==> config.mk <==
export PLATFORM = sky130hd
export DESIGN_NAME = t_stepper
export DESIGN_NICKNAME = d
export VERILOG_FILES = /design/src/hw/rt_geom_pkg.sv /design/src/hw/t_stepper.sv
export VERILOG_INCLUDE_DIRS = /design/src /design/src/hw
export SDC_FILE = /design/constraint.sdc
export NUM_CORES = 1
export LEC_CHECK = 0
export BUFFER_PORTS_ARGS = -buffer_cell sky130_fd_sc_hd__buf_2
export CAP_MARGIN = 5
export CORE_MARGIN = 8
export CORE_UTILIZATION = 46
export DETAILED_ROUTE_END_ITERATION = 16
export PLACE_DENSITY = 0.83
export REMOVE_ABC_BUFFERS = 1
export SLEW_MARGIN = 20
export SYNTH_ARGS = -nofsm -noshare
export SYNTH_HDL_FRONTEND = slang
export SYNTH_SLANG_ARGS = --single-unit
==> constraint.sdc <==
create_clock -name aclk -period 2.78 [get_ports aclk]
set_input_delay 0.139 -clock aclk [delete_from_list [all_inputs] [get_ports aclk]]
set_output_delay 0.139 -clock aclk [all_outputs]
set_load 0.005 [all_outputs]
==> src/hw/rt_defs.svh <==
`ifndef RT_DEFS_SVH
`define RT_DEFS_SVH

// data path word, signed Q16.16
`define RT_WORD_W 32
`define RT_FRAC 16

////////////////////////////////////////////////////////////////////////////
// shading limits on the axis projection d
////////////////////////////////////////////////////////////////////////////
`define RT_PIN_HEIGHT 32'sh0078_0000   // 120.0
`define RT_RED_START 32'sh005A_0000    // 90.0
`define RT_RED_END 32'sh0060_0000      // 96.0

// hit point pipeline depth and result buffer size
`define RT_HP_LATENCY 4
`define RT_FIFO_DEPTH 8

`endif

==> src/hw/rt_geom_pkg.sv <==
`include "rt_defs.svh"

package rt_geom_pkg;

  typedef logic signed [`RT_WORD_W-1:0] fx_t;   // Q16.16

  typedef struct packed {
    fx_t x;
    fx_t y;
    fx_t z;
  } vec3_t;

  typedef struct packed {
    vec3_t origin;
    vec3_t dir;
  } ray_t;

  typedef struct packed {
    vec3_t center;
    vec3_t axis;
    logic  is_cylinder;
  } obj_t;

  // one sample along the ray
  typedef struct packed {
    ray_t ray;
    obj_t obj;
    fx_t  t;
  } hit_req_t;

  typedef struct packed {
    vec3_t hit_pt;
    vec3_t normal;
    logic  invalid;   // cylinder hit outside the pin
    logic  red;       // d inside the red band
  } hit_rsp_t;

endpackage

==> src/hw/t_stepper.sv <==
`timescale 1ns/1ps

module t_stepper
  import rt_geom_pkg::*;
(
  input  logic        aclk,
  input  logic        rst_n,
  input  logic        load,
  input  logic        step,
  input  fx_t         t_start,
  input  fx_t         t_step,
  input  logic [15:0] count,
  output fx_t         t,
  output logic        last,
  output logic        empty
);

  logic [15:0] remain;   // samples not yet issued

  always_ff @(posedge aclk or negedge rst_n) begin
    if (!rst_n) begin
      t      <= '0;
      remain <= '0;
    end else if (load) begin
      t      <= t_start;
      remain <= count;
    end else if (step) begin
      t      <= t + t_step;   // wraps at 32 bits
      remain <= remain - 16'd1;
    end
  end

  assign last  = (remain == 16'd1);
  assign empty = (remain == 16'd0);

endmodule

==> impl_metrics.csv <==
group,metric,value,unit
status,status,"completed",
timing,max_freq,374,MHz
logic_synthesis,synth_seq_area_share,0.306,
placement,place.gp.congestion,0.965,
timing,finalWorstPathRequiredPeriod,2670,ps
logic_synthesis,ys_seq_elements,48,
critical_path,startpoint_type,"flop",
timing,hold_viol,0,
power_and_ir_drop,ir_drop,0.000283,V
logic_synthesis,yosysUniqueCellTypes,60,
power_and_ir_drop,p_leak,2.36,nW
timing,hold_ws,30.3,ps
critical_path,path_max_fanout,3,
timing,slew_violations,0,
power_and_ir_drop,power_frac_clock,0.182,
critical_path,cp_slowest_stage_delay,440,ps
logic_synthesis,syn_area,3920,um2
routing,drc,0,
floorplanning,io-pin-count,118,
critical_path,crit_buf_inv,0,
power_and_ir_drop,finalPower,2.92,mW
min_path,hold_path.class,"in2reg",
critical_path,crit_path_frequent_cell,"a21oi_2",
routing,vias,3887,
logic_synthesis,synth_area_leaders,"dfrtp_1 (31%), ha_1 (11%), o21ai_0 (6.9%)",
timing,skew,5.60,ps
placement,placed_cells,681,
global_route,track_usage,0.193,
layout,final_cells,692,
logic_synthesis,synthArstFlopShare,1.00,
timing,period_share,0.962,
logic_synthesis,synth_ff_type,"dfrtp_1",
layout,drive_above_1_share,0.288,
global_route,grt_start_max_net_pins,73,
layout,final_common_cell,"buf_2",
power_and_ir_drop,p_comb_frac,0.504,
critical_path,critPathRequiredTime,2980,ps
clocking,cts.sink_count,48,
logic_synthesis,yosys_warnings,0,
logic_synthesis,synth_edf_count,0,
critical_path,critPathTopFamily,"compound AO/OA/AOI/OAI gates",
timing,worstMarginPinSlew,778,ps
logic_synthesis,netlist_instances,463,
timing,setup_viol,0,
critical_path,crit_chain,"ha_4 -> fa_2 -> a21oi_2 -> o21ai_1 -> a21oi_2 -> o21bai_1 -> a211o_1 -> a21o_1 -> a31oi_1 -> mux2i_1 -> a221o_1",
layout,fill_cells,770,
routing,viasPerCell,5.62,
layout,antennaDiodeCount,0,
layout,area_delta_synth_final,26.0,%
clocking,cts_buffer_depth,2,
global_route,grt_first_pass_wirelength,18600,um
routing,drt-pass1-iter-count,4,
power_and_ir_drop,internal_power,1.76,mW
logic_synthesis,synth_top_area_cell,"dfrtp_1",
clocking,root_buffer,"clkbuf_8",
global_route,antenna_found_initial,0,
clocking,clk_pin_slew,100,ps
power_and_ir_drop,cellPowerDensity,590,nW/um2
critical_path,slowest_stage,"dfrtp_1",
logic_synthesis,synth_area_per_cell,8.47,um2
layout,nets,705,
routing,detail-route-antenna-nets,0,
floorplanning,coreArea,8260,um2
global_route,grt_pass1_vias,3988,
power_and_ir_drop,switching_share,0.398,
clocking,cts_max_level,2,
routing,post_drt_wl_per_cell,17.0,um
layout,post-route-util,0.598,
floorplanning,dieArea,11700,um2
placement,hpwl,9030,um
clocking,tritoncts,"yes",
power_and_ir_drop,p_switching,1.16,mW
timing,rsz0062_at_grt,"yes",
floorplanning,initial_core_util,0.475,
floorplanning,fp.dieW,108,um
routing,drtIter0Drc,288,
floorplanning,fp.dieH,108,um
critical_path,critPathCaptureType,"flop",
clocking,numCtsBuffers,5,
timing,relSlewSlack,0.479,
routing,routed_wl,11800,um
critical_path,critPathKind,"reg2reg",
placement,placed_cell_area,4680,um2
logic_synthesis,synth_top_area_frac,0.306,
global_route,grt_overflow,0,
power_and_ir_drop,p_seq_frac,0.314,
layout,mostFrequentLayoutCells,"buf_2 (117), nand2_1 (66), o21ai_0 (53)",
clocking,clock_latency,310,ps
layout,final_area,4940,um2
flow_run,max_cap_viol_count,0,
placement,io_buffers,117,
critical_path,cp.arrival,2870,ps
floorplanning,rows,33,
==> final cells by class <==
type | count | area (um2) | share of cell area
clock buffers | 5 | 68.8 | 0.0139
clock inverters | 3 | 42.5 | 0.00861
inverters | 15 | 56.3 | 0.0114
multi-input cells | 383 | 2720 | 0.551
flip-flops and latches | 48 | 1200 | 0.243
well taps | 105 | 131 | 0.0266
repair buffers | 133 | 721 | 0.146
==> power groups by stage <==
stage	clock network, mW	logic [mW]	registers (mW)
floorplan	0	0.903	0.916
global placement	0	1.33	0.916
detailed placement	0	1.37	0.925
CTS	0.540	1.38	0.912
global route	0.571	1.63	0.933
finish	0.530	1.47	0.917
==> kinds of logic after synthesis <==
logic type / after synthesis / share of synthesized area
AOI/OAI and AO/OA: 147 / 0.236
xor gates and xnor gates: 38 / 0.0848
buffers and inverters: 32 / 0.0329
and+or+nand+nor: 142 / 0.172
muxes: 21 / 0.0542
adders and majority gates: 35 / 0.114
DFF: 48 / 0.306
==> final timing paths <==
path	start	end	cells past startpoint	slack (ps)
max in group asynchronous	rst_n	t[5]	3	1620
worst min-delay path	t_start[14]	t[14]	3	30
min in group asynchronous	rst_n	t[10]	2	370
worst max register to register	t[0]	t[20]	11	110
worst max-delay path	t[0]	t[20]	11	110
worst min register to register	t[26]	t[26]	2	540
==> per-stage QoR <==
step	TNS, ps	worst slack (ps)
floorplan	0	94.6
global placement	0	95.0
detailed placement	-23.5	-23.5
CTS	0	1.95
global route	-47.1	-25.3
finish	0	106
==> what timing repair did <==
item | in CTS | in global routing
hold endpoints to repair | 25 | 0
pin swaps | 1 | 10
hold buffers | 1 | 0
setup buffers | 0 | 2
endpoints found under the setup margin | 5 | 15
gates resized for setup | 1 | 20
==> metal layers <==
metal / vias up / GRT usage / wire length, um
met5: - / 0 / 0
met4: 0 / 0.0626 / 184
met3: 15 / 0.0434 / 828
met2: 132 / 0.317 / 5640
met1: 1826 / 0.246 / 5120
li1: 1914 / - / -
==> registers in the layout, summed over array words and instances (netlist names) <==
name / cells
t: 32
remain: 16
==> Yosys cell counts, drive strengths merged (2+ instances only) <==
cell type / number
or3: 3
o211ai: 4
nand2: 66
mux2i: 19
nor3b: 3
o21bai: 4
and3: 4
or4: 2
xnor2: 25
a211oi: 5
nand3b: 3
or3b: 2
ha: 34
inv: 15
nor2: 27
a21o: 13
a211o: 2
nor3: 10
nand3: 7
nor4: 3
a21boi: 2
clkbuf: 9
a21oi: 36
o41ai: 2
and2: 2
nand4: 4
mux2: 2
xor2: 13
a31oi: 5
a22oi: 6
o21ai: 57
nor2b: 3
a311oi: 2
dfrtp: 48
buf: 8
==> worst register-to-register path, stage by stage (launching register included) <==
cell and delay (ps):
dfrtp_1 440, ha_4 190, fa_2 400, a21oi_2 170
o21ai_1 90, a21oi_2 150, o21bai_1 120, a211o_1 270
a21o_1 190, a31oi_1 200, mux2i_1 100, a221o_1 260
Note: power is estimated with default switching activity, not from simulation.
