==> src/hw/rt_defs.svh <==
`ifndef RT_DEFS_SVH
`define RT_DEFS_SVH

// data path word, signed Q16.16
`define RT_WORD_W 32
`define RT_FRAC 16

////////////////////////////////////////////////////////////////////////////
// shading limits on the axis projection d
////////////////////////////////////////////////////////////////////////////
`define RT_PIN_HEIGHT 32'sh0078_0000   // 120.0
`define RT_RED_START 32'sh005A_0000    // 90.0
`define RT_RED_END 32'sh0060_0000      // 96.0

// hit point pipeline depth and result buffer size
`define RT_HP_LATENCY 4
`define RT_FIFO_DEPTH 8

`endif

==> src/hw/rt_geom_pkg.sv <==
`include "rt_defs.svh"

package rt_geom_pkg;

  typedef logic signed [`RT_WORD_W-1:0] fx_t;   // Q16.16

  typedef struct packed {
    fx_t x;
    fx_t y;
    fx_t z;
  } vec3_t;

  typedef struct packed {
    vec3_t origin;
    vec3_t dir;
  } ray_t;

  typedef struct packed {
    vec3_t center;
    vec3_t axis;
    logic  is_cylinder;
  } obj_t;

  // one sample along the ray
  typedef struct packed {
    ray_t ray;
    obj_t obj;
    fx_t  t;
  } hit_req_t;

  typedef struct packed {
    vec3_t hit_pt;
    vec3_t normal;
    logic  invalid;   // cylinder hit outside the pin
    logic  red;       // d inside the red band
  } hit_rsp_t;

endpackage

==> src/hw/rt_ctrl_pkg.sv <==
package rt_ctrl_pkg;

  typedef enum logic [1:0] {
    IDLE,
    RUN,
    DRAIN
  } sweep_state_e;

  ////////////////////////////////////////////////////////////////////////////
  // register map, word offsets (paddr[7:2])
  ////////////////////////////////////////////////////////////////////////////
  typedef enum logic [5:0] {
    ORIGIN_X = 6'h00, ORIGIN_Y = 6'h01, ORIGIN_Z = 6'h02,
    DIR_X    = 6'h03, DIR_Y    = 6'h04, DIR_Z    = 6'h05,
    CENTER_X = 6'h06, CENTER_Y = 6'h07, CENTER_Z = 6'h08,
    AXIS_X   = 6'h09, AXIS_Y   = 6'h0A, AXIS_Z   = 6'h0B,
    OBJ_CTRL = 6'h0C, T_START  = 6'h0D, T_STEP   = 6'h0E, COUNT = 6'h0F,
    CMD      = 6'h10, STATUS   = 6'h11,
    RES_HP_X = 6'h18, RES_HP_Y = 6'h19, RES_HP_Z = 6'h1A,
    RES_N_X  = 6'h1B, RES_N_Y  = 6'h1C, RES_N_Z  = 6'h1D,
    RES_FLAGS = 6'h1E
  } reg_addr_e;

endpackage

==> src/hw/sweep_fsm.sv <==
`timescale 1ns/1ps

module sweep_fsm
  import rt_geom_pkg::*;
  import rt_ctrl_pkg::*;
(
  input  logic     aclk,
  input  logic     rst_n,
  input  logic     start,
  input  ray_t     ray,
  input  obj_t     obj,
  input  fx_t      t,
  input  logic     last,
  input  logic     empty,
  output logic     load,
  output logic     step,
  output hit_req_t req,
  output logic     req_valid,
  input  logic     req_ready,
  input  logic     pipe_busy,
  output logic     busy,
  output logic     done
);

  sweep_state_e state;
  logic         issue;

  assign load      = (state == IDLE) & start;   // start elsewhere is dropped
  assign req_valid = (state == RUN) & ~empty;
  assign issue     = req_valid & req_ready;
  assign step      = issue;
  assign busy      = (state != IDLE);
  assign req       = '{ray: ray, obj: obj, t: t};

  always_ff @(posedge aclk or negedge rst_n) begin
    if (!rst_n) begin
      state <= IDLE;
      done  <= 1'b0;
    end else begin
      case (state)
        IDLE: begin
          if (start) begin
            state <= RUN;
            done  <= 1'b0;
          end
        end
        RUN: begin
          if (empty || (issue && last)) state <= DRAIN;   // count 0 issues nothing
        end
        DRAIN: begin
          if (!pipe_busy) begin
            state <= IDLE;
            done  <= 1'b1;
          end
        end
        default: state <= IDLE;
      endcase
    end
  end

  a_req_in_run : assert property (@(posedge aclk) disable iff (!rst_n)
    req_valid |-> state == RUN);

endmodule

==> config.mk <==
export PLATFORM = sky130hd
export DESIGN_NAME = sweep_fsm
export DESIGN_NICKNAME = d
export VERILOG_FILES = /design/src/hw/rt_geom_pkg.sv /design/src/hw/rt_ctrl_pkg.sv /design/src/hw/sweep_fsm.sv
export VERILOG_INCLUDE_DIRS = /design/src /design/src/hw
export SDC_FILE = /design/constraint.sdc
export NUM_CORES = 1
export LEC_CHECK = 0
export ABC_AREA = 1
export BUFFER_PORTS_ARGS = -buffer_cell sky130_fd_sc_hd__buf_2
export CAP_MARGIN = 20
export CELL_PAD_IN_SITES_DETAIL_PLACEMENT = 1
export CELL_PAD_IN_SITES_GLOBAL_PLACEMENT = 1
export CORE_AREA = 2 2 332 334
export DETAILED_ROUTE_END_ITERATION = 16
export DIE_AREA = 0 0 334 336
export PLACE_DENSITY_LB_ADDON = 0.1
export RECOVER_POWER = 100
export SLEW_MARGIN = 10
export SYNTH_ARGS = -nofsm -noshare
export SYNTH_HDL_FRONTEND = slang
export SYNTH_SLANG_ARGS = --single-unit
==> constraint.sdc <==
create_clock -name aclk -period 1.4 [get_ports aclk]
set_clock_uncertainty 0.05 [all_clocks]
set_input_delay 0.07 -clock aclk [delete_from_list [all_inputs] [get_ports aclk]]
set_output_delay 0.07 -clock aclk [all_outputs]
set_load 0.05 [all_outputs]
==> results.yml <==
job:
  cap_violations: 0
cells_and_area:
  stdcell_area_sq_mm: 0.00218
  drive_gt1_share_pct: 60.0
  finish.net_count: 470
  layout-area-overhead-vs-synth_pct: -34.5
  final_cell_mix: "sky130_fd_sc_hd__nand2_1, sky130_fd_sc_hd__buf_2, sky130_fd_sc_hd__inv_1"
  stdcell_count: 1460
  postLayoutCoreUtil_pct: 2.01
place:
  minimum_setup_slack_after_placement_ns: 0.132
  dp_hpwl_microns: 21100
  dpl-instance-area_sq_mm: 0.00208
  post-place-cells: 1454
  port-buffer-count: 11
  finalWeightedCongestion: 0.493
power_and_ir_drop:
  cellInternalPower_mw: 0.682
  p_comb_share_pct: 47.4
  total_switching_power_mw: 0.487
  power_per_cell_area_mw_per_mm2: 537
  lkg_pwr_nw: 0.215
  p_clk_share_pct: 38.9
  sw_frac_of_total_pct: 41.6
  sequentialPowerShare_pct: 13.6
  peakVddDrop_mv: 0.286
setup_path:
  arr_time_crit_path_ns: 1.25
  crit_type: "reg -> out"
  endpoint_kind: "output port"
  r2r_end: "state[1]"
  worstPathRequired_ns: 1.28
  crit_start_category: "register"
  timing.reg2reg.worst_path_depth: 5
  setup_slack_of_the_worst_register_to_register_path_ns: 0.31
  crit_path_end: "req_valid"
  crit_start: "state[1]"
  rr_startpoint: "state[1]"
  crit_fanout: 4
timing:
  max_slew_headroom_pct: 54.6
  finalSetupViolations: 0
  rsz_0062_raised_after_global_routing: "true"
  tns_ns: 0
  setup_ws_ns: 0.0279
  timing.final.hold_violations: 0
  layout_min_cycle_time_ns: 1.37
  timing.final.max_slew_violations: 0
  worst_slew_pin_slew_ns: 0.681
  max_clock_freq_mhz: 729
  post-route-period-util_pct: 98.0
hold_path:
  hold_path.startpoint: "pipe_busy"
  holdCritPathClass: "in -> reg"
routing:
  num_vias: 973
  detailedRoute.firstIterationViolations: 50
  detail_route.first_pass.iterations: 4
  postRouteWirelength_microns: 23000
  ant_nets: 0
  detail_route.vias_per_cell: 0.666
  remaining_drc_errors: 0
  detail_route.wl_per_cell_microns: 15.7
die:
  die_h_microns: 336
  core_sq_mm: 0.108
  design.die.area_sq_mm: 0.112
  chipWidth_microns: 334
  io_pins: 846
  start_util_pct: 3.07
  fp-row-count: 121
clocking:
  cts.sink_count: 3
  cts_buffers: 3
  clock-root-buffer: "sky130_fd_sc_hd__clkbuf_16"
  cts-root-to-sink-buffers: 2
  clock_tree_from_tritoncts: "done"
  ctsHtreeMaxLevel: 1
  clkTransAtPathRegs_ns: 0.03
  clk_latency_ns: 0.23
grt:
  initial_antenna_violation_count: 3
  globalRouteOverflowTotal: 0
  grt_first_pass_wirelength_microns: 25100
  vias_in_the_first_global_route: 1184
  pin_count_of_the_biggest_net_entering_global_routing: 5
  gr-usage-all-layers_pct: 3.91
synth:
  register_bit_total_from_synthesis: 3
  syn_nets: 867
  synth.yosys.warnings: 0
  mappedNetlistArea_sq_mm: 0.00332
  fraction_of_synthesized_cell_area_taken_by_the_top_area_cell_type_pct: 94.2
  syn-instance-count: 443
  part_of_the_yosys_area_used_for_sequential_elements_pct: 2.26
  netlist-cell-type-count: 13
  yosys.area.top_type: "sky130_fd_sc_hd__buf_4"
  yosys-top-cells-area: "sky130_fd_sc_hd__buf_4, sky130_fd_sc_hd__dfrtp_1, sky130_fd_sc_hd__nand2_1"
  post_synth.cell_area_avg_sq_um: 7.50
outcome:
  status: "finished, final reports clean"
## final cells by class
cell class	instances	area, sq um
flip-flops and latches	3	76.3
well taps	1414	1770
fillers	13000	106000
inverters	7	26.3
repair buffers	15	121
multi-input cells	16	104
clock buffers	4	78.8
diodes	1	2.50
## metal layers
metal	wire length (microns)	share of wire, %	GRT usage [%]	vias up
met4	3160	14	4.61	4
met2	8960	39	5.17	402
met5	115	0.50	0.681	-
met1	2510	11	1.22	236
li1	-	-	-	117
met3	8210	36	6.72	214
## power by group through the flow
stage                     Clock, mW  Combinational (mW)  Sequential [mW]
after floorplan                   0                3.49            0.187
final                         0.455               0.554            0.160
after CTS                     0.462               0.588            0.161
after detailed placement          0               0.549            0.156
after global placement            0               0.554            0.160
after global routing          0.467               0.606            0.164
## worst max-delay path, stage by stage (launching register included)
cell and delay, ns:
sky130_fd_sc_hd__dfrtp_2 0.43, sky130_fd_sc_hd__nor2_4 0.15, sky130_fd_sc_hd__inv_1 0.06, sky130_fd_sc_hd__nor2_2 0.10, sky130_fd_sc_hd__buf_6 0.14, sky130_fd_sc_hd__buf_12 0.14
## cell usage after synthesis
cell	n
sky130_fd_sc_hd__o21ai_2	1
sky130_fd_sc_hd__inv_1	4
sky130_fd_sc_hd__and3_1	1
sky130_fd_sc_hd__nor2_1	1
sky130_fd_sc_hd__nor2_2	2
sky130_fd_sc_hd__nand3_1	2
sky130_fd_sc_hd__inv_2	3
sky130_fd_sc_hd__nor2_4	1
sky130_fd_sc_hd__dfrtp_1	3
sky130_fd_sc_hd__buf_4	417
sky130_fd_sc_hd__nand2_2	1
sky130_fd_sc_hd__nand3_2	1
sky130_fd_sc_hd__nand2_1	6
## state kept, by name, summed over array words and instances (netlist names)
register  flops
done          1
state         2
## repair_timing
| action | in CTS | in global routing |
|---|---|---|
| resized for setup | 3 | 3 |
| hold buffers | 1 | 0 |
| pin swaps | 1 | 2 |
| buffers inserted | 1 | 0 |
| endpoints found under the setup margin | 2 | 3 |
| hold endpoints to repair | 3 | 0 |
## worst min-delay path by stage
stage | to | slack [ns] | cells past startpoint
floorplan | done | -0.28 | 0
global placement | state[1] | -0.07 | 1
detailed placement | state[0] | -0.08 | 1
CTS | done | 0.02 | 2
global route | done | 0.03 | 2
finish | done | 0.01 | 2
## through the flow
step / hold slack, ns / total power, mW
2_1_floorplan: -0.276 / 3.68
3_3_place_gp: -0.0745 / 0.714
3_5_place_dp: -0.0779 / 0.705
4_1_cts: 0.0185 / 1.21
5_1_grt: 0.0347 / 1.24
6_report: 0.0116 / 1.17
## cell families (layout without fill, tap and decap cells)
group           count (synthesis)  count (layout)  synth area share (%)
buf+inv                       424              26                  95.0
other cells                     0               1                     0
flops                           3               3                  2.26
simple gates                   15              15                  2.48
compound gates                  1               1                 0.264
Power figures use the tool's default switching activity.
