**src/hw/rt_defs.svh**
```systemverilog
`ifndef RT_DEFS_SVH
`define RT_DEFS_SVH

// data path word, signed Q16.16
`define RT_WORD_W 32
`define RT_FRAC 16

////////////////////////////////////////////////////////////////////////////
// shading limits on the axis projection d
////////////////////////////////////////////////////////////////////////////
`define RT_PIN_HEIGHT 32'sh0078_0000   // 120.0
`define RT_RED_START 32'sh005A_0000    // 90.0
`define RT_RED_END 32'sh0060_0000      // 96.0

// hit point pipeline depth and result buffer size
`define RT_HP_LATENCY 4
`define RT_FIFO_DEPTH 8

`endif

```
**src/hw/rt_geom_pkg.sv**
```systemverilog
`include "rt_defs.svh"

package rt_geom_pkg;

  typedef logic signed [`RT_WORD_W-1:0] fx_t;   // Q16.16

  typedef struct packed {
    fx_t x;
    fx_t y;
    fx_t z;
  } vec3_t;

  typedef struct packed {
    vec3_t origin;
    vec3_t dir;
  } ray_t;

  typedef struct packed {
    vec3_t center;
    vec3_t axis;
    logic  is_cylinder;
  } obj_t;

  // one sample along the ray
  typedef struct packed {
    ray_t ray;
    obj_t obj;
    fx_t  t;
  } hit_req_t;

  typedef struct packed {
    vec3_t hit_pt;
    vec3_t normal;
    logic  invalid;   // cylinder hit outside the pin
    logic  red;       // d inside the red band
  } hit_rsp_t;

endpackage

```
**src/hw/result_fifo.sv**
```systemverilog
`timescale 1ns/1ps
`include "rt_defs.svh"

module result_fifo
  import rt_geom_pkg::*;
#(
  parameter int DEPTH = `RT_FIFO_DEPTH
) (
  input  logic                   aclk,
  input  logic                   rst_n,
  input  hit_rsp_t               wr_data,
  input  logic                   wr_valid,
  output logic                   wr_ready,
  output hit_rsp_t               rd_data,
  output logic                   rd_valid,
  input  logic                   pop,
  output logic [$clog2(DEPTH):0] level
);

  localparam int AW = $clog2(DEPTH);

  hit_rsp_t      mem [DEPTH];
  logic [AW:0]   wr_ptr;   // extra bit tells full from empty
  logic [AW:0]   rd_ptr;

  assign level    = wr_ptr - rd_ptr;
  assign wr_ready = (level != DEPTH[AW:0]);
  assign rd_valid = (level != '0);
  assign rd_data  = mem[rd_ptr[AW-1:0]];

  always_ff @(posedge aclk) begin
    if (wr_valid && wr_ready) mem[wr_ptr[AW-1:0]] <= wr_data;
  end

  always_ff @(posedge aclk or negedge rst_n) begin
    if (!rst_n) begin
      wr_ptr <= '0;
      rd_ptr <= '0;
    end else begin
      if (wr_valid && wr_ready) wr_ptr <= wr_ptr + 1'b1;
      if (pop) rd_ptr <= rd_ptr + 1'b1;
    end
  end

  a_no_underflow : assert property (@(posedge aclk) disable iff (!rst_n)
    pop |-> rd_valid);

endmodule

```
**config.mk**
```make
export PLATFORM = sky130hd
export DESIGN_NAME = result_fifo
export DESIGN_NICKNAME = d
export VERILOG_FILES = /design/src/hw/rt_geom_pkg.sv /design/src/hw/result_fifo.sv
export VERILOG_INCLUDE_DIRS = /design/src /design/src/hw
export SDC_FILE = /design/constraint.sdc
export NUM_CORES = 2
export LEC_CHECK = 0
export BUFFER_PORTS_ARGS = -buffer_cell sky130_fd_sc_hd__buf_2
export CORE_MARGIN = 10
export CORE_UTILIZATION = 40
export DETAILED_ROUTE_END_ITERATION = 8
export GPL_ROUTABILITY_DRIVEN = 0
export SYNTH_ARGS = -nofsm -noshare
export SYNTH_HDL_FRONTEND = slang
export SYNTH_SLANG_ARGS = --single-unit
```
**constraint.sdc**
```tcl
create_clock -name aclk -period 61.2 [get_ports aclk]
set_input_delay 3.06 -clock aclk [delete_from_list [all_inputs] [get_ports aclk]]
set_output_delay 3.06 -clock aclk [all_outputs]
set_load 0.02 [all_outputs]
```
==> metrics.txt <==
# TYPE chip_impl_metric gauge
chip_impl_info{name="min_from",value="rd_ptr[3]"} 1
chip_impl_metric{name="routedWlPerCell",unit="um"} 24.8
chip_impl_metric{name="critical_path_required",unit="ns"} 58.14
chip_impl_metric{name="cts.sink_count",unit=""} 1560
chip_impl_metric{name="postSynth.asyncResetShare",unit=""} 0.00513
chip_impl_metric{name="cts.path.max_buffers",unit=""} 3
chip_impl_metric{name="power-per-cell-area",unit="mW/mm^2"} 50.8
chip_impl_metric{name="numPortBuffers",unit=""} 397
chip_impl_metric{name="max_cap_violation_count",unit=""} 0
chip_impl_metric{name="hold_viol",unit=""} 0
chip_impl_metric{name="ys_seq_area_frac",unit=""} 0.796
chip_impl_metric{name="number_of_cells_produced_by_synthesis",unit=""} 2716
chip_impl_metric{name="min_period_over_period",unit=""} 0.141
chip_impl_metric{name="pins_over_their_slew_limit",unit=""} 0
chip_impl_info{name="cts_tree",value="built"} 1
chip_impl_metric{name="grt_pass1_wl",unit="um"} 194000
chip_impl_info{name="rsz0062_at_grt",value="false"} 1
chip_impl_metric{name="track_usage",unit=""} 0.160
chip_impl_metric{name="max_slew_margin",unit=""} 0.315
chip_impl_metric{name="power.sequential.fraction",unit=""} 0.407
chip_impl_metric{name="cts_inserted_buffers",unit=""} 162
chip_impl_info{name="path_class",value="flop to output pin"} 1
chip_impl_metric{name="internal_power",unit="mW"} 2.31
chip_impl_metric{name="syn-cell-area",unit="sq mm"} 0.0588
chip_impl_metric{name="grt_antenna_before_repair",unit=""} 41
chip_impl_metric{name="slowest_delay",unit="ns"} 0.87
chip_impl_info{name="cpMaxStageDelayCell",value="buf_4"} 1
chip_impl_metric{name="post-cts-setup-buffer-count",unit=""} 0
chip_impl_metric{name="pin_count",unit=""} 398
chip_impl_info{name="timing.hold.worst_endpoint",value="rd_ptr[3]"} 1
chip_impl_metric{name="finalWorstPathRequiredPeriod",unit="ns"} 8.65
chip_impl_info{name="largest_area_contributor_in_the_synthesized_netlist",value="edfxtp_1"} 1
chip_impl_metric{name="multiInputGateArea",unit="sq mm"} 0.0113
chip_impl_info{name="ctsRootBufferMaster",value="clkbuf_16"} 1
chip_impl_metric{name="fin_nets",unit=""} 3402
chip_impl_metric{name="power.share.switching",unit=""} 0.333
chip_impl_metric{name="pwr-share-comb",unit=""} 0.323
chip_impl_metric{name="fin_worst_skew",unit="ns"} 0.0265
chip_impl_metric{name="power_leakage",unit="nW"} 22.8
chip_impl_metric{name="synth_enable_flop_cells",unit=""} 1552
chip_impl_metric{name="synth_largest_type_area_fraction",unit=""} 0.793
chip_impl_metric{name="clock_power_share",unit=""} 0.269
chip_impl_metric{name="drt_pass1_iterations",unit=""} 7
chip_impl_info{name="post_synth_most_frequent_cells",value="1552 x edfxtp_1, 589 x nand2_1, 388 x mux4_2, 45 x clkbuf_1, 34 x buf_2"} 1
chip_impl_metric{name="area_of_the_die",unit="sq mm"} 0.163
chip_impl_metric{name="detailroute.via_count",unit=""} 27600
chip_impl_info{name="holdCritPathClass",value="flop to flop"} 1
chip_impl_metric{name="ys_seq_elements",unit=""} 1560
chip_impl_metric{name="seqCellArea",unit="sq mm"} 0.0468
chip_impl_metric{name="cts.repair.resized",unit=""} 0
chip_impl_metric{name="x_dimension_of_the_die",unit="um"} 403
chip_impl_metric{name="first_global_vias",unit=""} 29100
chip_impl_metric{name="flow.area_growth_from_synthesis",unit="%"} 15.8
chip_impl_metric{name="initial_core_util",unit=""} 0.403
chip_impl_info{name="outcome",value="finished, final reports clean"} 1
chip_impl_info{name="dominant_cell_by_count_in_the_synthesized_netlist",value="edfxtp_1"} 1
chip_impl_metric{name="hold_path_depth",unit=""} 1
chip_impl_metric{name="post_synth_num_cell_types",unit=""} 29
chip_impl_metric{name="layout.core_utilization",unit=""} 0.467
chip_impl_metric{name="design.core.area",unit="sq mm"} 0.146
chip_impl_metric{name="power.net_switching",unit="mW"} 1.15
chip_impl_metric{name="ctsHoldBuffers",unit=""} 0
chip_impl_metric{name="yosys_warnings",unit=""} 0
chip_impl_metric{name="route.final.wire_length",unit="um"} 130000
chip_impl_metric{name="gr-total-overflow",unit=""} 0
chip_impl_metric{name="route.antenna.remaining_nets",unit=""} 0
chip_impl_metric{name="avgViaCountPerCell",unit=""} 5.24
chip_impl_metric{name="fin_setup_tns",unit="ns"} 0
chip_impl_metric{name="worst_slew_pin_slew",unit="ns"} 1.03
chip_impl_info{name="cp-end-kind",value="output pin"} 1
chip_impl_metric{name="core.rowCount",unit=""} 140
chip_impl_metric{name="synthesis.area_per_instance",unit="sq um"} 21.6
chip_impl_metric{name="clock_insertion_delay_worst_skew",unit="ns"} 0.80
chip_impl_metric{name="grt_start_max_net_pins",unit=""} 118
chip_impl_metric{name="drt_iter0_drc",unit=""} 2110
chip_impl_info{name="critical_path.reg2reg.endpoint",value="mem[4][116]"} 1
chip_impl_info{name="r2r-start",value="rd_ptr[1]"} 1
chip_impl_info{name="most_used_cell_along_the_critical_path",value="buf_4"} 1
chip_impl_info{name="startpoint_type",value="flop"} 1
chip_impl_metric{name="fmaxAchievable",unit="GHz"} 0.116
chip_impl_info{name="worstPathCellList",value="buf_4 > buf_4 > buf_4 > buf_4 > mux4_2 > nand2_1 > nand2_1 > buf_2"} 1
chip_impl_metric{name="place.detailed.hpwl",unit="um"} 70700
chip_impl_metric{name="fraction_of_final_layout_cells_sized_beyond_drive_strength_1",unit=""} 0.322
chip_impl_metric{name="ff2ff_setup_slack",unit="ns"} 55.63
chip_impl_info{name="synth_top_flop_cell",value="edfxtp_1"} 1
chip_impl_metric{name="synth_nets",unit=""} 2920
chip_impl_metric{name="drc",unit=""} 0
chip_impl_metric{name="vdd.ir_drop.worst",unit="V"} 0.0000411
chip_impl_metric{name="fillers",unit=""} 12100
chip_impl_metric{name="critical_path_arrival",unit="ns"} 5.59
chip_impl_metric{name="clkTransAtPathRegs",unit="ns"} 0.06
chip_impl_metric{name="cts-htree-levels",unit=""} 4
chip_impl_info{name="synth.area.top_cells",value="edfxtp_1 79%, mux4_2 15%, nand2_1 3.8%, dfrtp_1 0.34%, buf_2 0.29%"} 1
chip_impl_metric{name="critical_path_peak_fanout",unit=""} 43
chip_impl_metric{name="timing.final.setup_violations",unit=""} 0
chip_impl_metric{name="ff2ff_path_depth",unit=""} 10
chip_impl_metric{name="die-height",unit="um"} 403
flip-flops by register name (all words and copies together) (netlist names):
| register | cells |
|---|---|
| wr_ptr | 4 |
| rd_ptr | 4 |
| mem | 1552 |
metrics by stage:
stage | setup slack, ns | cell area [sq um] | power, mW | hold WS [ns] | cells
finish | 52.55 | 68100 | 3.46 | 0.544 | 5255
global route | 51.88 | 68100 | 3.64 | 0.572 | 5249
CTS | 52.19 | 68100 | 3.53 | 0.544 | 5244
detailed placement | 53.10 | 63000 | 2.59 | 0.534 | 4951
global placement | 53.13 | 63000 | 2.58 | 0.528 | 4951
floorplan | 37.44 | 58800 | 2.26 | 0.503 | 2716
kinds of logic after synthesis:
logic type	after synthesis	share of synthesized area
flip-flops	1560	0.796
AND/OR/NAND/NOR	608	0.0395
multiplexers	389	0.149
buffers and inverters	138	0.0121
XOR/XNOR	8	0.00119
AO/OA/AOI/OAI	7	0.000702
adder cells (fa/ha/maj)	6	0.00140
worst max-delay path, delay by kind of cell (launching register included):
kind	cells	cell delay, ns
buffers and inverters	5	3.13
DFF	1	0.73
muxes	1	0.61
and+or+nand+nor	2	0.17
layer usage:
metal | wire, um | vias up | track usage
met5 | 305 | - | 0
met4 | 2430 | 50 | 0.0429
met3 | 10500 | 229 | 0.0510
met2 | 62300 | 726 | 0.251
met1 | 54700 | 14600 | 0.215
li1 | - | 12000 | -
area by class of cell:
| class | instances | share of cell area |
|---|---|---|
| sequential | 1560 | 0.687 |
| multi-input combinational | 1018 | 0.166 |
| clock buffer | 208 | 0.0630 |
| timing repair buffer | 450 | 0.0358 |
| tap | 1917 | 0.0352 |
| clock inverter | 85 | 0.0114 |
| inverter | 6 | 0.000441 |
| antenna | 11 | 0.000404 |
layout by cell type, fill, tap and decap left out, types with 4 or more instances in the layout:
cell type  count
clkinv_1      33
buf_2        397
ha_1           5
clkbuf_1      43
inv_16         4
dfrtp_1        5
edfxtp_1    1552
inv_6          4
bufinv_16      7
diode_2       11
clkinv_8       6
buf_4         49
clkinv_4       4
xnor2_1        6
buf_12         4
clkinv_2      22
mux4_2       388
nand2_1      589
clkbuf_16    165
inv_1          5
worst max-delay path by stage:
stage / slack (ns) / end / depth (start not counted) / start
6_report: 52.55 / rd_data[143] / 8 / rd_ptr[0]
3_3_place_gp: 53.13 / rd_data[100] / 8 / rd_ptr[0]
3_5_place_dp: 53.10 / rd_data[133] / 8 / rd_ptr[0]
2_1_floorplan: 37.44 / mem[0][0] / 1 / wr_valid
5_1_grt: 51.88 / rd_data[133] / 8 / rd_ptr[0]
4_1_cts: 52.19 / rd_data[133] / 8 / rd_ptr[0]
power by group through the flow:
stage	logic, mW	registers, mW	clock network [mW]
after floorplan	0.774	1.49	0
after global placement	1.15	1.43	0
after detailed placement	1.15	1.43	0
after CTS	1.16	1.41	0.961
after global routing	1.22	1.42	1.00
final	1.12	1.41	0.933
Power figures use the tool's default switching activity.
