$ cat src/hw/rt_defs.svh
`ifndef RT_DEFS_SVH
`define RT_DEFS_SVH

// data path word, signed Q16.16
`define RT_WORD_W 32
`define RT_FRAC 16

////////////////////////////////////////////////////////////////////////////
// shading limits on the axis projection d
////////////////////////////////////////////////////////////////////////////
`define RT_PIN_HEIGHT 32'sh0078_0000   // 120.0
`define RT_RED_START 32'sh005A_0000    // 90.0
`define RT_RED_END 32'sh0060_0000      // 96.0

// hit point pipeline depth and result buffer size
`define RT_HP_LATENCY 4
`define RT_FIFO_DEPTH 8

`endif

$ cat src/hw/rt_geom_pkg.sv
`include "rt_defs.svh"

package rt_geom_pkg;

  typedef logic signed [`RT_WORD_W-1:0] fx_t;   // Q16.16

  typedef struct packed {
    fx_t x;
    fx_t y;
    fx_t z;
  } vec3_t;

  typedef struct packed {
    vec3_t origin;
    vec3_t dir;
  } ray_t;

  typedef struct packed {
    vec3_t center;
    vec3_t axis;
    logic  is_cylinder;
  } obj_t;

  // one sample along the ray
  typedef struct packed {
    ray_t ray;
    obj_t obj;
    fx_t  t;
  } hit_req_t;

  typedef struct packed {
    vec3_t hit_pt;
    vec3_t normal;
    logic  invalid;   // cylinder hit outside the pin
    logic  red;       // d inside the red band
  } hit_rsp_t;

endpackage

$ cat src/hw/rt_ctrl_pkg.sv
package rt_ctrl_pkg;

  typedef enum logic [1:0] {
    IDLE,
    RUN,
    DRAIN
  } sweep_state_e;

  ////////////////////////////////////////////////////////////////////////////
  // register map, word offsets (paddr[7:2])
  ////////////////////////////////////////////////////////////////////////////
  typedef enum logic [5:0] {
    ORIGIN_X = 6'h00, ORIGIN_Y = 6'h01, ORIGIN_Z = 6'h02,
    DIR_X    = 6'h03, DIR_Y    = 6'h04, DIR_Z    = 6'h05,
    CENTER_X = 6'h06, CENTER_Y = 6'h07, CENTER_Z = 6'h08,
    AXIS_X   = 6'h09, AXIS_Y   = 6'h0A, AXIS_Z   = 6'h0B,
    OBJ_CTRL = 6'h0C, T_START  = 6'h0D, T_STEP   = 6'h0E, COUNT = 6'h0F,
    CMD      = 6'h10, STATUS   = 6'h11,
    RES_HP_X = 6'h18, RES_HP_Y = 6'h19, RES_HP_Z = 6'h1A,
    RES_N_X  = 6'h1B, RES_N_Y  = 6'h1C, RES_N_Z  = 6'h1D,
    RES_FLAGS = 6'h1E
  } reg_addr_e;

endpackage

$ cat src/hw/apb_regs.sv
`timescale 1ns/1ps
`include "rt_defs.svh"

module apb_regs
  import rt_geom_pkg::*;
  import rt_ctrl_pkg::*;
(
  input  logic                  aclk,
  input  logic                  rst_n,
  input  logic                  psel,
  input  logic                  penable,
  input  logic                  pwrite,
  input  logic [7:0]            paddr,
  input  logic [`RT_WORD_W-1:0] pwdata,
  output logic [`RT_WORD_W-1:0] prdata,
  output logic                  pready,
  output logic                  pslverr,
  output ray_t                  cfg_ray,
  output obj_t                  cfg_obj,
  output fx_t                   t_start,
  output fx_t                   t_step,
  output logic [15:0]           count,
  output logic                  start,
  input  logic                  busy,
  input  logic                  done,
  input  hit_rsp_t              res,
  input  logic                  res_valid,
  input  logic [3:0]            level,
  output logic                  pop
);

  reg_addr_e addr;
  hit_rsp_t  head;   // zero while the FIFO is empty
  logic      access;
  logic      mapped;
  logic      ro;
  logic      wr_en;

  assign addr    = reg_addr_e'(paddr[7:2]);
  assign head    = res_valid ? res : '0;
  assign access  = psel & penable;
  assign pready  = 1'b1;
  assign wr_en   = access & pwrite & mapped & ~ro;
  assign pslverr = access & (~mapped | (pwrite & ro));
  assign start   = wr_en & (addr == CMD) & pwdata[0];
  assign pop     = access & ~pwrite & (addr == RES_FLAGS) & res_valid;

  ////////////////////////////////////////////////////////////////////////////
  // read mux and decode
  ////////////////////////////////////////////////////////////////////////////
  always_comb begin
    prdata = '0;
    mapped = 1'b1;
    ro     = 1'b0;
    case (addr)
      ORIGIN_X:  prdata = cfg_ray.origin.x;
      ORIGIN_Y:  prdata = cfg_ray.origin.y;
      ORIGIN_Z:  prdata = cfg_ray.origin.z;
      DIR_X:     prdata = cfg_ray.dir.x;
      DIR_Y:     prdata = cfg_ray.dir.y;
      DIR_Z:     prdata = cfg_ray.dir.z;
      CENTER_X:  prdata = cfg_obj.center.x;
      CENTER_Y:  prdata = cfg_obj.center.y;
      CENTER_Z:  prdata = cfg_obj.center.z;
      AXIS_X:    prdata = cfg_obj.axis.x;
      AXIS_Y:    prdata = cfg_obj.axis.y;
      AXIS_Z:    prdata = cfg_obj.axis.z;
      OBJ_CTRL:  prdata = {31'b0, cfg_obj.is_cylinder};
      T_START:   prdata = t_start;
      T_STEP:    prdata = t_step;
      COUNT:     prdata = {16'b0, count};
      CMD:       prdata = '0;   // write only, reads as zero
      STATUS: begin
        prdata = {20'b0, level, 6'b0, done, busy};
        ro     = 1'b1;
      end
      RES_HP_X:  begin prdata = head.hit_pt.x; ro = 1'b1; end
      RES_HP_Y:  begin prdata = head.hit_pt.y; ro = 1'b1; end
      RES_HP_Z:  begin prdata = head.hit_pt.z; ro = 1'b1; end
      RES_N_X:   begin prdata = head.normal.x; ro = 1'b1; end
      RES_N_Y:   begin prdata = head.normal.y; ro = 1'b1; end
      RES_N_Z:   begin prdata = head.normal.z; ro = 1'b1; end
      RES_FLAGS: begin prdata = {30'b0, head.red, head.invalid}; ro = 1'b1; end
      default:   mapped = 1'b0;
    endcase
  end

  always_ff @(posedge aclk or negedge rst_n) begin
    if (!rst_n) begin
      cfg_ray <= '0;
      cfg_obj <= '0;
      t_start <= '0;
      t_step  <= '0;
      count   <= '0;
    end else if (wr_en) begin
      case (addr)
        ORIGIN_X: cfg_ray.origin.x    <= pwdata;
        ORIGIN_Y: cfg_ray.origin.y    <= pwdata;
        ORIGIN_Z: cfg_ray.origin.z    <= pwdata;
        DIR_X:    cfg_ray.dir.x       <= pwdata;
        DIR_Y:    cfg_ray.dir.y       <= pwdata;
        DIR_Z:    cfg_ray.dir.z       <= pwdata;
        CENTER_X: cfg_obj.center.x    <= pwdata;
        CENTER_Y: cfg_obj.center.y    <= pwdata;
        CENTER_Z: cfg_obj.center.z    <= pwdata;
        AXIS_X:   cfg_obj.axis.x      <= pwdata;
        AXIS_Y:   cfg_obj.axis.y      <= pwdata;
        AXIS_Z:   cfg_obj.axis.z      <= pwdata;
        OBJ_CTRL: cfg_obj.is_cylinder <= pwdata[0];
        T_START:  t_start             <= pwdata;
        T_STEP:   t_step              <= pwdata;
        COUNT:    count               <= pwdata[15:0];
        default:  ;
      endcase
    end
  end

endmodule

$ cat config.mk
export PLATFORM = sky130hd
export DESIGN_NAME = apb_regs
export DESIGN_NICKNAME = d
export VERILOG_FILES = /design/src/hw/rt_geom_pkg.sv /design/src/hw/rt_ctrl_pkg.sv /design/src/hw/apb_regs.sv
export VERILOG_INCLUDE_DIRS = /design/src /design/src/hw
export SDC_FILE = /design/constraint.sdc
export NUM_CORES = 1
export LEC_CHECK = 0
export BUFFER_PORTS_ARGS = -buffer_cell sky130_fd_sc_hd__buf_2
export CORE_AREA = 2 2 295 297
export CTS_CLUSTER_SIZE = 14
export DETAILED_ROUTE_END_ITERATION = 7
export DIE_AREA = 0 0 297 299
export SYNTH_ARGS = -nofsm -noshare
export SYNTH_HDL_FRONTEND = slang
export SYNTH_SLANG_ARGS = --single-unit
export TNS_END_PERCENT = 5
$ cat constraint.sdc
create_clock -name aclk -period 12.15 [get_ports aclk]
set_input_delay 3.645 -clock aclk [delete_from_list [all_inputs] [get_ports aclk]]
set_output_delay 3.645 -clock aclk [all_outputs]
set_load 0.02 [all_outputs]
==> impl_metrics.csv, run 1 <==
group,metric,value,unit
floorplan,initial_core_util,24.7,%
detailed_routing,vias,18885,
clock_tree,clockBufferDepth,3,
timing,period_needed,10.46,ns
clock_tree,cts_sinks,465,
setup_path,end_kind,"output pin",
finish,finish.utilization,32.4,%
clock_tree,cts_max_level,2,
place,placed_area,0.0262,mm^2
floorplan,ioPinCount,747,
setup_path,max_stage_delay,0.85,ns
clock_tree,cts_made_buffers,52,
setup_path,timing.critical_path.buf_inv,3,
setup_path,critPathCapture,"prdata[10]",
place,gp_congestion,0.848,
timing,hold_viol_final,0,
global_routing,grt_antenna_before_repair,27,
global_routing,grt_overflow,0,
clock_tree,cts_root_buf,"clkbuf_16",
clock_tree,path_clk_slew,0.06,ns
finish,syn_to_final_growth,31.2,%
finish,n_fill_cell,8881,
finish,final-seq-area,0.0116,mm^2
clock_tree,cts_tree,"yes",
global_routing,grt_max_degree,158,
place,hpwlAfterDp,80100,um
setup_path,cp.depth,8,
finish,drive_above_1_share,56.5,%
setup_path,critPathLaunchType,"primary input",
setup_path,crit_top_cell,"buf_2",
logic_synthesis,ys_seq_elements,465,
timing,setup_viol,0,
logic_synthesis,synth_top_area_cell,"dfrtp_1",
logic_synthesis,postSynthAreaPerCell,13.2,um^2
global_routing,grt_use_total,24.6,%
min_path,min_path_type,"reg -> reg",
logic_synthesis,ys_seq_area_share,54.8,%
setup_path,crit_type,"in -> out",
clock_tree,cts_resized,0,
floorplan,die-area,0.0888,mm^2
setup_path,critPathSlowestCell,"a31oi_1",
setup_path,regToRegEndpoint,"cfg_obj[162]$_DFFE_PN0P_",
setup_path,rrSetupSlack,11.28,ns
timing,clock_skew,0,ns
floorplan,core_area,0.0859,mm^2
place,io_buffers,743,
detailed_routing,drt-total-wl,114000,um
timing,slew_viol_final,0,
run,cap_violations,0,
floorplan,die_height,299,um
timing,rsz0062_at_grt,"no",
min_path,whs_path_depth,1,
timing,fmax,0.0956,GHz
setup_path,crit_fanout,25,
setup_path,path_cells,"buf_2 > nor4b_1 > and3_2 > buf_4 > a22oi_1 > a31oi_1 > or3_1 > buf_2",
finish,multi_input_area,0.00903,mm^2
setup_path,worstSetupStartpoint,"paddr[3]",
setup_path,cp.required,8.50,ns
detailed_routing,wl_per_cell,32.5,um
logic_synthesis,ys_warn_count,0,
setup_path,r2r_start,"cfg_obj[162]$_DFFE_PN0P_",
logic_synthesis,yosysTopAreaCellShare,54.8,%
power_and_ir_drop,finalPower,3.36,mW
global_routing,grt_pass1_wl,154000,um
timing,period_share,86.1,%
setup_path,cp_top_family,"simple AND/OR/NAND/NOR gates",
timing,fin_hold_ws,0.516,ns
status,status,"completed",
logic_synthesis,syn_inst,1614,
detailed_routing,drc,0,
power_and_ir_drop,power.density,120,mW/mm^2
power_and_ir_drop,leakagePower,15.1,nW
finish,final_nets,2541,
setup_path,cp.arrival,6.81,ns
setup_path,r2r_cells,1,
power_and_ir_drop,ir_drop,0.0790,mV
detailed_routing,via_per_inst,5.40,
detailed_routing,antenna_left,0,
detailed_routing,drt_iter0_drc,1717,
finish,final_cell_area,0.0279,mm^2
floorplan,die_x,297,um
detailed_routing,firstDrtPassIters,6,
floorplan,rows,108,
timing,relSlewSlack,19.5,%
logic_synthesis,synth_area,0.0212,mm^2
clock_tree,clk-insertion-delay-late,0.58,ns
global_routing,grt_pass1_vias,18527,
logic_synthesis,synthTopCellsByArea,"dfrtp_1, mux2_2, a22oi_1, mux2_1, clkbuf_1",
logic_synthesis,synth.distinct_cells,38,
clock_tree,cts_setup_buffers,0,
logic_synthesis,syn-num-nets,1860,
timing,worst_pin_slew,1.21,ns
clock_tree,postCtsHoldBufs,0,
timing,tns,0,ns
-- registers in the layout, indices dropped and copies added (netlist names) --
name,flops
cfg_ray,192
t_start,32
count,16
cfg_obj,193
t_step,32
-- synth_stat cells --
| cell | n |
|---|---|
| a2111oi_0 | 1 |
| a21oi_1 | 1 |
| a222oi_1 | 11 |
| a22o_1 | 1 |
| a22oi_1 | 311 |
| a31oi_1 | 32 |
| a32oi_1 | 2 |
| and2_1 | 9 |
| and3_1 | 2 |
| and3b_1 | 1 |
| and4_1 | 2 |
| buf_1 | 26 |
| buf_2 | 15 |
| buf_4 | 8 |
| buf_6 | 3 |
| buf_8 | 1 |
| clkbuf_1 | 107 |
| conb_1 | 1 |
| dfrtp_1 | 465 |
| inv_1 | 1 |
| mux2_1 | 50 |
| mux2_2 | 418 |
| nand2_1 | 13 |
| nand2_2 | 7 |
| nand2_4 | 1 |
| nand2b_1 | 2 |
| nand3_1 | 26 |
| nand4_1 | 39 |
| nor2_1 | 6 |
| nor2b_1 | 5 |
| nor3_1 | 4 |
| nor3b_2 | 1 |
| nor4_1 | 1 |
| nor4b_1 | 3 |
| nor4bb_1 | 3 |
| or3_1 | 32 |
| or4_1 | 1 |
| or4b_1 | 2 |
-- layout make-up --
cell class	instances	area share (%)
Sequential cell	465	41.7
Timing Repair Buffer	787	14.7
Clock buffer	80	5.59
Antenna cell	15	0.135
Inverter	1	0.0135
Clock inverter	9	0.197
Multi-Input combinational cell	988	32.4
Tap cell	1155	5.18
-- through the flow --
stage | cells | setup slack [ns]
after CTS | 3485 | 1.74
after detailed placement | 3396 | 1.74
after global placement | 3396 | 1.77
after floorplan | 1614 | 3.02
final | 3500 | 1.69
after global routing | 3492 | 1.55
-- kinds of logic after synthesis --
kind of cell	count (synthesis)	share of synthesized area, %
muxes	468	24.8
DFF	465	54.8
AOI/OAI and AO/OA	359	12.6
buffers and inverters	161	3.23
and+or+nand+nor	160	4.53
other	1	0.0177
-- layout by cell type, fill, tap and decap left out, types with 8 or more instances in the layout --
| cell | count |
|---|---|
| buf_2 | 742 |
| dfrtp_1 | 465 |
| mux2_2 | 418 |
| a22oi_1 | 311 |
| clkbuf_16 | 53 |
| mux2_1 | 50 |
| buf_4 | 40 |
| nand4_1 | 39 |
| a31oi_1 | 32 |
| or3_1 | 32 |
| nand3_1 | 26 |
| diode_2 | 15 |
| clkbuf_1 | 14 |
| clkbuf_8 | 13 |
| a222oi_1 | 11 |
| nand2_2 | 11 |
| and2_2 | 8 |
-- how the worst min path moves through the flow --
stage,start,to,slack [ns]
after floorplan,cfg_obj[165]$_DFFE_PN0P_,cfg_obj[165]$_DFFE_PN0P_,0.63
after global placement,cfg_obj[182]$_DFFE_PN0P_,cfg_obj[182]$_DFFE_PN0P_,0.50
after detailed placement,cfg_obj[182]$_DFFE_PN0P_,cfg_obj[182]$_DFFE_PN0P_,0.50
after CTS,cfg_ray[159]$_DFFE_PN0P_,cfg_ray[159]$_DFFE_PN0P_,0.52
after global routing,cfg_obj[166]$_DFFE_PN0P_,cfg_obj[166]$_DFFE_PN0P_,0.53
final,cfg_ray[159]$_DFFE_PN0P_,cfg_ray[159]$_DFFE_PN0P_,0.52
-- routing by layer --
layer / vias up / wire (um) / track usage [%]
met4: 20 / 4220 / 9.52
li1: 7587 / - / -
met3: 259 / 10900 / 6.43
met2: 1182 / 51100 / 37.9
met5: - / 115 / 0
met1: 9837 / 47300 / 33.1
-- report_power, final --
group          leakage [nW]  internal, mW  switching, mW
registers              6.48          1.57         0.0210
logic                  7.84        0.0756          0.162
clock network         0.795         0.875          0.652
total                  15.1          2.52          0.835
No activity file was read; power rests on OpenSTA's default activity.
==> run 2: changes to the inputs <==
Clock period 12.15 ns to 13.23 ns, I/O delays scaled along.
==> run 2 against run 1 <==
Critical path depth did not move. Combinational power fell by 8%. Routed wire length rose by 0.95%. Core utilization rose by 0.24 points. Sequential share of layout area fell by 0.31 points. Die area did not move. Cell count rose by 0.23%. Sequential power fell by 8%. Via count fell by 0.13%. Clock-buffer cell count rose by 4.
==> impl_metrics.csv, run 2 (synthesis gave the netlist of run 1 again) <==
group,metric,value,unit
clock_tree,cts_tree,"yes",
timing,period_needed,11.25,ns
floorplan,die-area,0.0888,mm^2
finish,largestRegisters,"cfg_obj x193, cfg_ray x192",
clock_tree,cts_max_level,2,
finish,drive_above_1_share,57.0,%
floorplan,initial_core_util,24.7,%
finish,final-seq-area,0.0116,mm^2
finish,final_cell_area,0.0281,mm^2
finish,top_register,"cfg_obj",
finish,layout_common_cells,"buf_2, dfrtp_1, mux2_2",
power_and_ir_drop,sequentialPowerShare,45.4,%
power_and_ir_drop,ir_drop,0.0821,mV
clock_tree,clk-insertion-delay-late,0.59,ns
finish,n_fill_cell,8842,
status,status,"completed",
place,place_ws,2.09,ns
clock_tree,cts_made_buffers,54,
timing,clock_skew,0,ns
clock_tree,clockBufferDepth,3,
finish,syn_to_final_growth,32.2,%
timing,tns,0,ns
global_routing,grt_overflow,0,
clock_tree,cts_sinks,465,
setup_path,critPathLaunchType,"primary input",
power_and_ir_drop,power.density,115,mW/mm^2
finish,final_nets,2543,
timing,setup_viol,0,
setup_path,cp.required,9.26,ns
setup_path,crit_top_cell,"buf_2",
power_and_ir_drop,p_sw_share,24.6,%
setup_path,critPathSlowestCell,"a31oi_1",
power_and_ir_drop,switchingPower,0.794,mW
place,hpwlAfterDp,80400,um
global_routing,grt_pass1_wl,154000,um
timing,rsz0062_at_grt,"no",
global_routing,grt_use_total,24.8,%
timing,fmax,0.0889,GHz
setup_path,end_kind,"output pin",
finish,stdcell_count,3508,
power_and_ir_drop,finalPower,3.23,mW
timing,fin_hold_ws,0.517,ns
detailed_routing,wl_per_cell,32.7,um
detailed_routing,antenna_left,0,
floorplan,die_x,297,um
setup_path,cp.arrival,7.28,ns
detailed_routing,drt_iter0_drc,1874,
min_path,whs_path_depth,1,
finish,finish.utilization,32.7,%
timing,worst_pin_slew,1.27,ns
timing,slew_viol_final,0,
detailed_routing,firstDrtPassIters,5,
floorplan,die_height,299,um
place,gp_congestion,0.860,
power_and_ir_drop,internal_power,2.44,mW
min_path,min_path_type,"reg -> reg",
timing,post-route-worst-setup-slack,1.98,ns
place,placed_area,0.0262,mm^2
global_routing,grt_antenna_before_repair,30,
finish,largest_reg_flops,193,
setup_path,crit_fanout,21,
setup_path,max_stage_delay,0.85,ns
detailed_routing,drc,0,
place,io_buffers,743,
floorplan,rows,108,
setup_path,crit_type,"in -> out",
clock_tree,postCtsHoldBufs,0,
detailed_routing,vias,18860,
run,cap_violations,0,
clock_tree,cts_setup_buffers,0,
setup_path,r2r_cells,1,
timing,hold_viol_final,0,
floorplan,core_area,0.0859,mm^2
global_routing,grt_max_degree,175,
power_and_ir_drop,p_clk_share,47.9,%
setup_path,path_cells,"buf_2 > nor4b_1 > and2_2 > buf_4 > a22oi_1 > a31oi_1 > or3_1 > buf_2",
finish,layout_commonest_cell,"buf_2",
clock_tree,path_clk_slew,0.06,ns
detailed_routing,via_per_inst,5.38,
clock_tree,cts_resized,0,
timing,relSlewSlack,15.3,%
power_and_ir_drop,leakagePower,15.2,nW
floorplan,ioPinCount,747,
place,dp.cells,3396,
timing,period_share,85.0,%
global_routing,grt_pass1_vias,18442,
power_and_ir_drop,pwr-share-comb,6.7,%
clock_tree,cts_root_buf,"clkbuf_16",
detailed_routing,drt-total-wl,115000,um
finish,multi_input_area,0.00903,mm^2
-- run 2: changes by cell type in the layout (fill, tap and decap cells not counted), moves of 4 or more --
| cell | previous run | this run |
|---|---|---|
| clkbuf_1 | 14 | 7 |
| clkinv_2 | 6 | 10 |
| diode_2 | 15 | 11 |
| clkbuf_8 | 13 | 22 |
-- run 2: worst paths after layout --
kind                                     startpoint                  endpoint  slack (ns)
max                                        paddr[3]                prdata[10]        1.98
min                        cfg_obj[184]$_DFFE_PN0P_  cfg_obj[184]$_DFFE_PN0P_        0.52
max reg2reg                cfg_obj[162]$_DFFE_PN0P_  cfg_obj[162]$_DFFE_PN0P_       12.36
min reg2reg                cfg_obj[184]$_DFFE_PN0P_  cfg_obj[184]$_DFFE_PN0P_        0.52
max in group asynchronous                     rst_n  cfg_obj[111]$_DFFE_PN0P_        7.55
min in group asynchronous                     rst_n  cfg_obj[185]$_DFFE_PN0P_        3.35
-- run 2: power groups by stage --
stage	clock, mW	sequential (mW)	combinational (mW)
after floorplan	0	1.51	0.0527
after global placement	0	1.49	0.217
after detailed placement	0	1.49	0.219
after CTS	1.57	1.46	0.219
after global routing	1.62	1.47	0.232
final	1.55	1.46	0.218
-- run 2: cell type report --
cell class,instances,area share [%]
flip-flops and latches,465,41.4
inverters,1,0.0134
multi-input cells,988,32.2
repair buffers,787,14.5
clock inverters,17,0.539
clock buffers,84,6.07
diodes,11,0.0980
well taps,1155,5.15
-- run 2: critical path: cells and delay by family --
family / cells / cell delay [ns]
compound gates: 2 / 0.93
buf+inv: 3 / 0.68
simple gates: 3 / 1.64
-- run 2: routing by layer --
layer  track usage (%)  part of all wire, %  up-vias
li1                  -                    -     7610
met1              33.8                   43     9811
met2              38.1                   44     1202
met3              6.59                  9.6      227
met4              8.16                  3.3       10
met5                 0                0.050        -
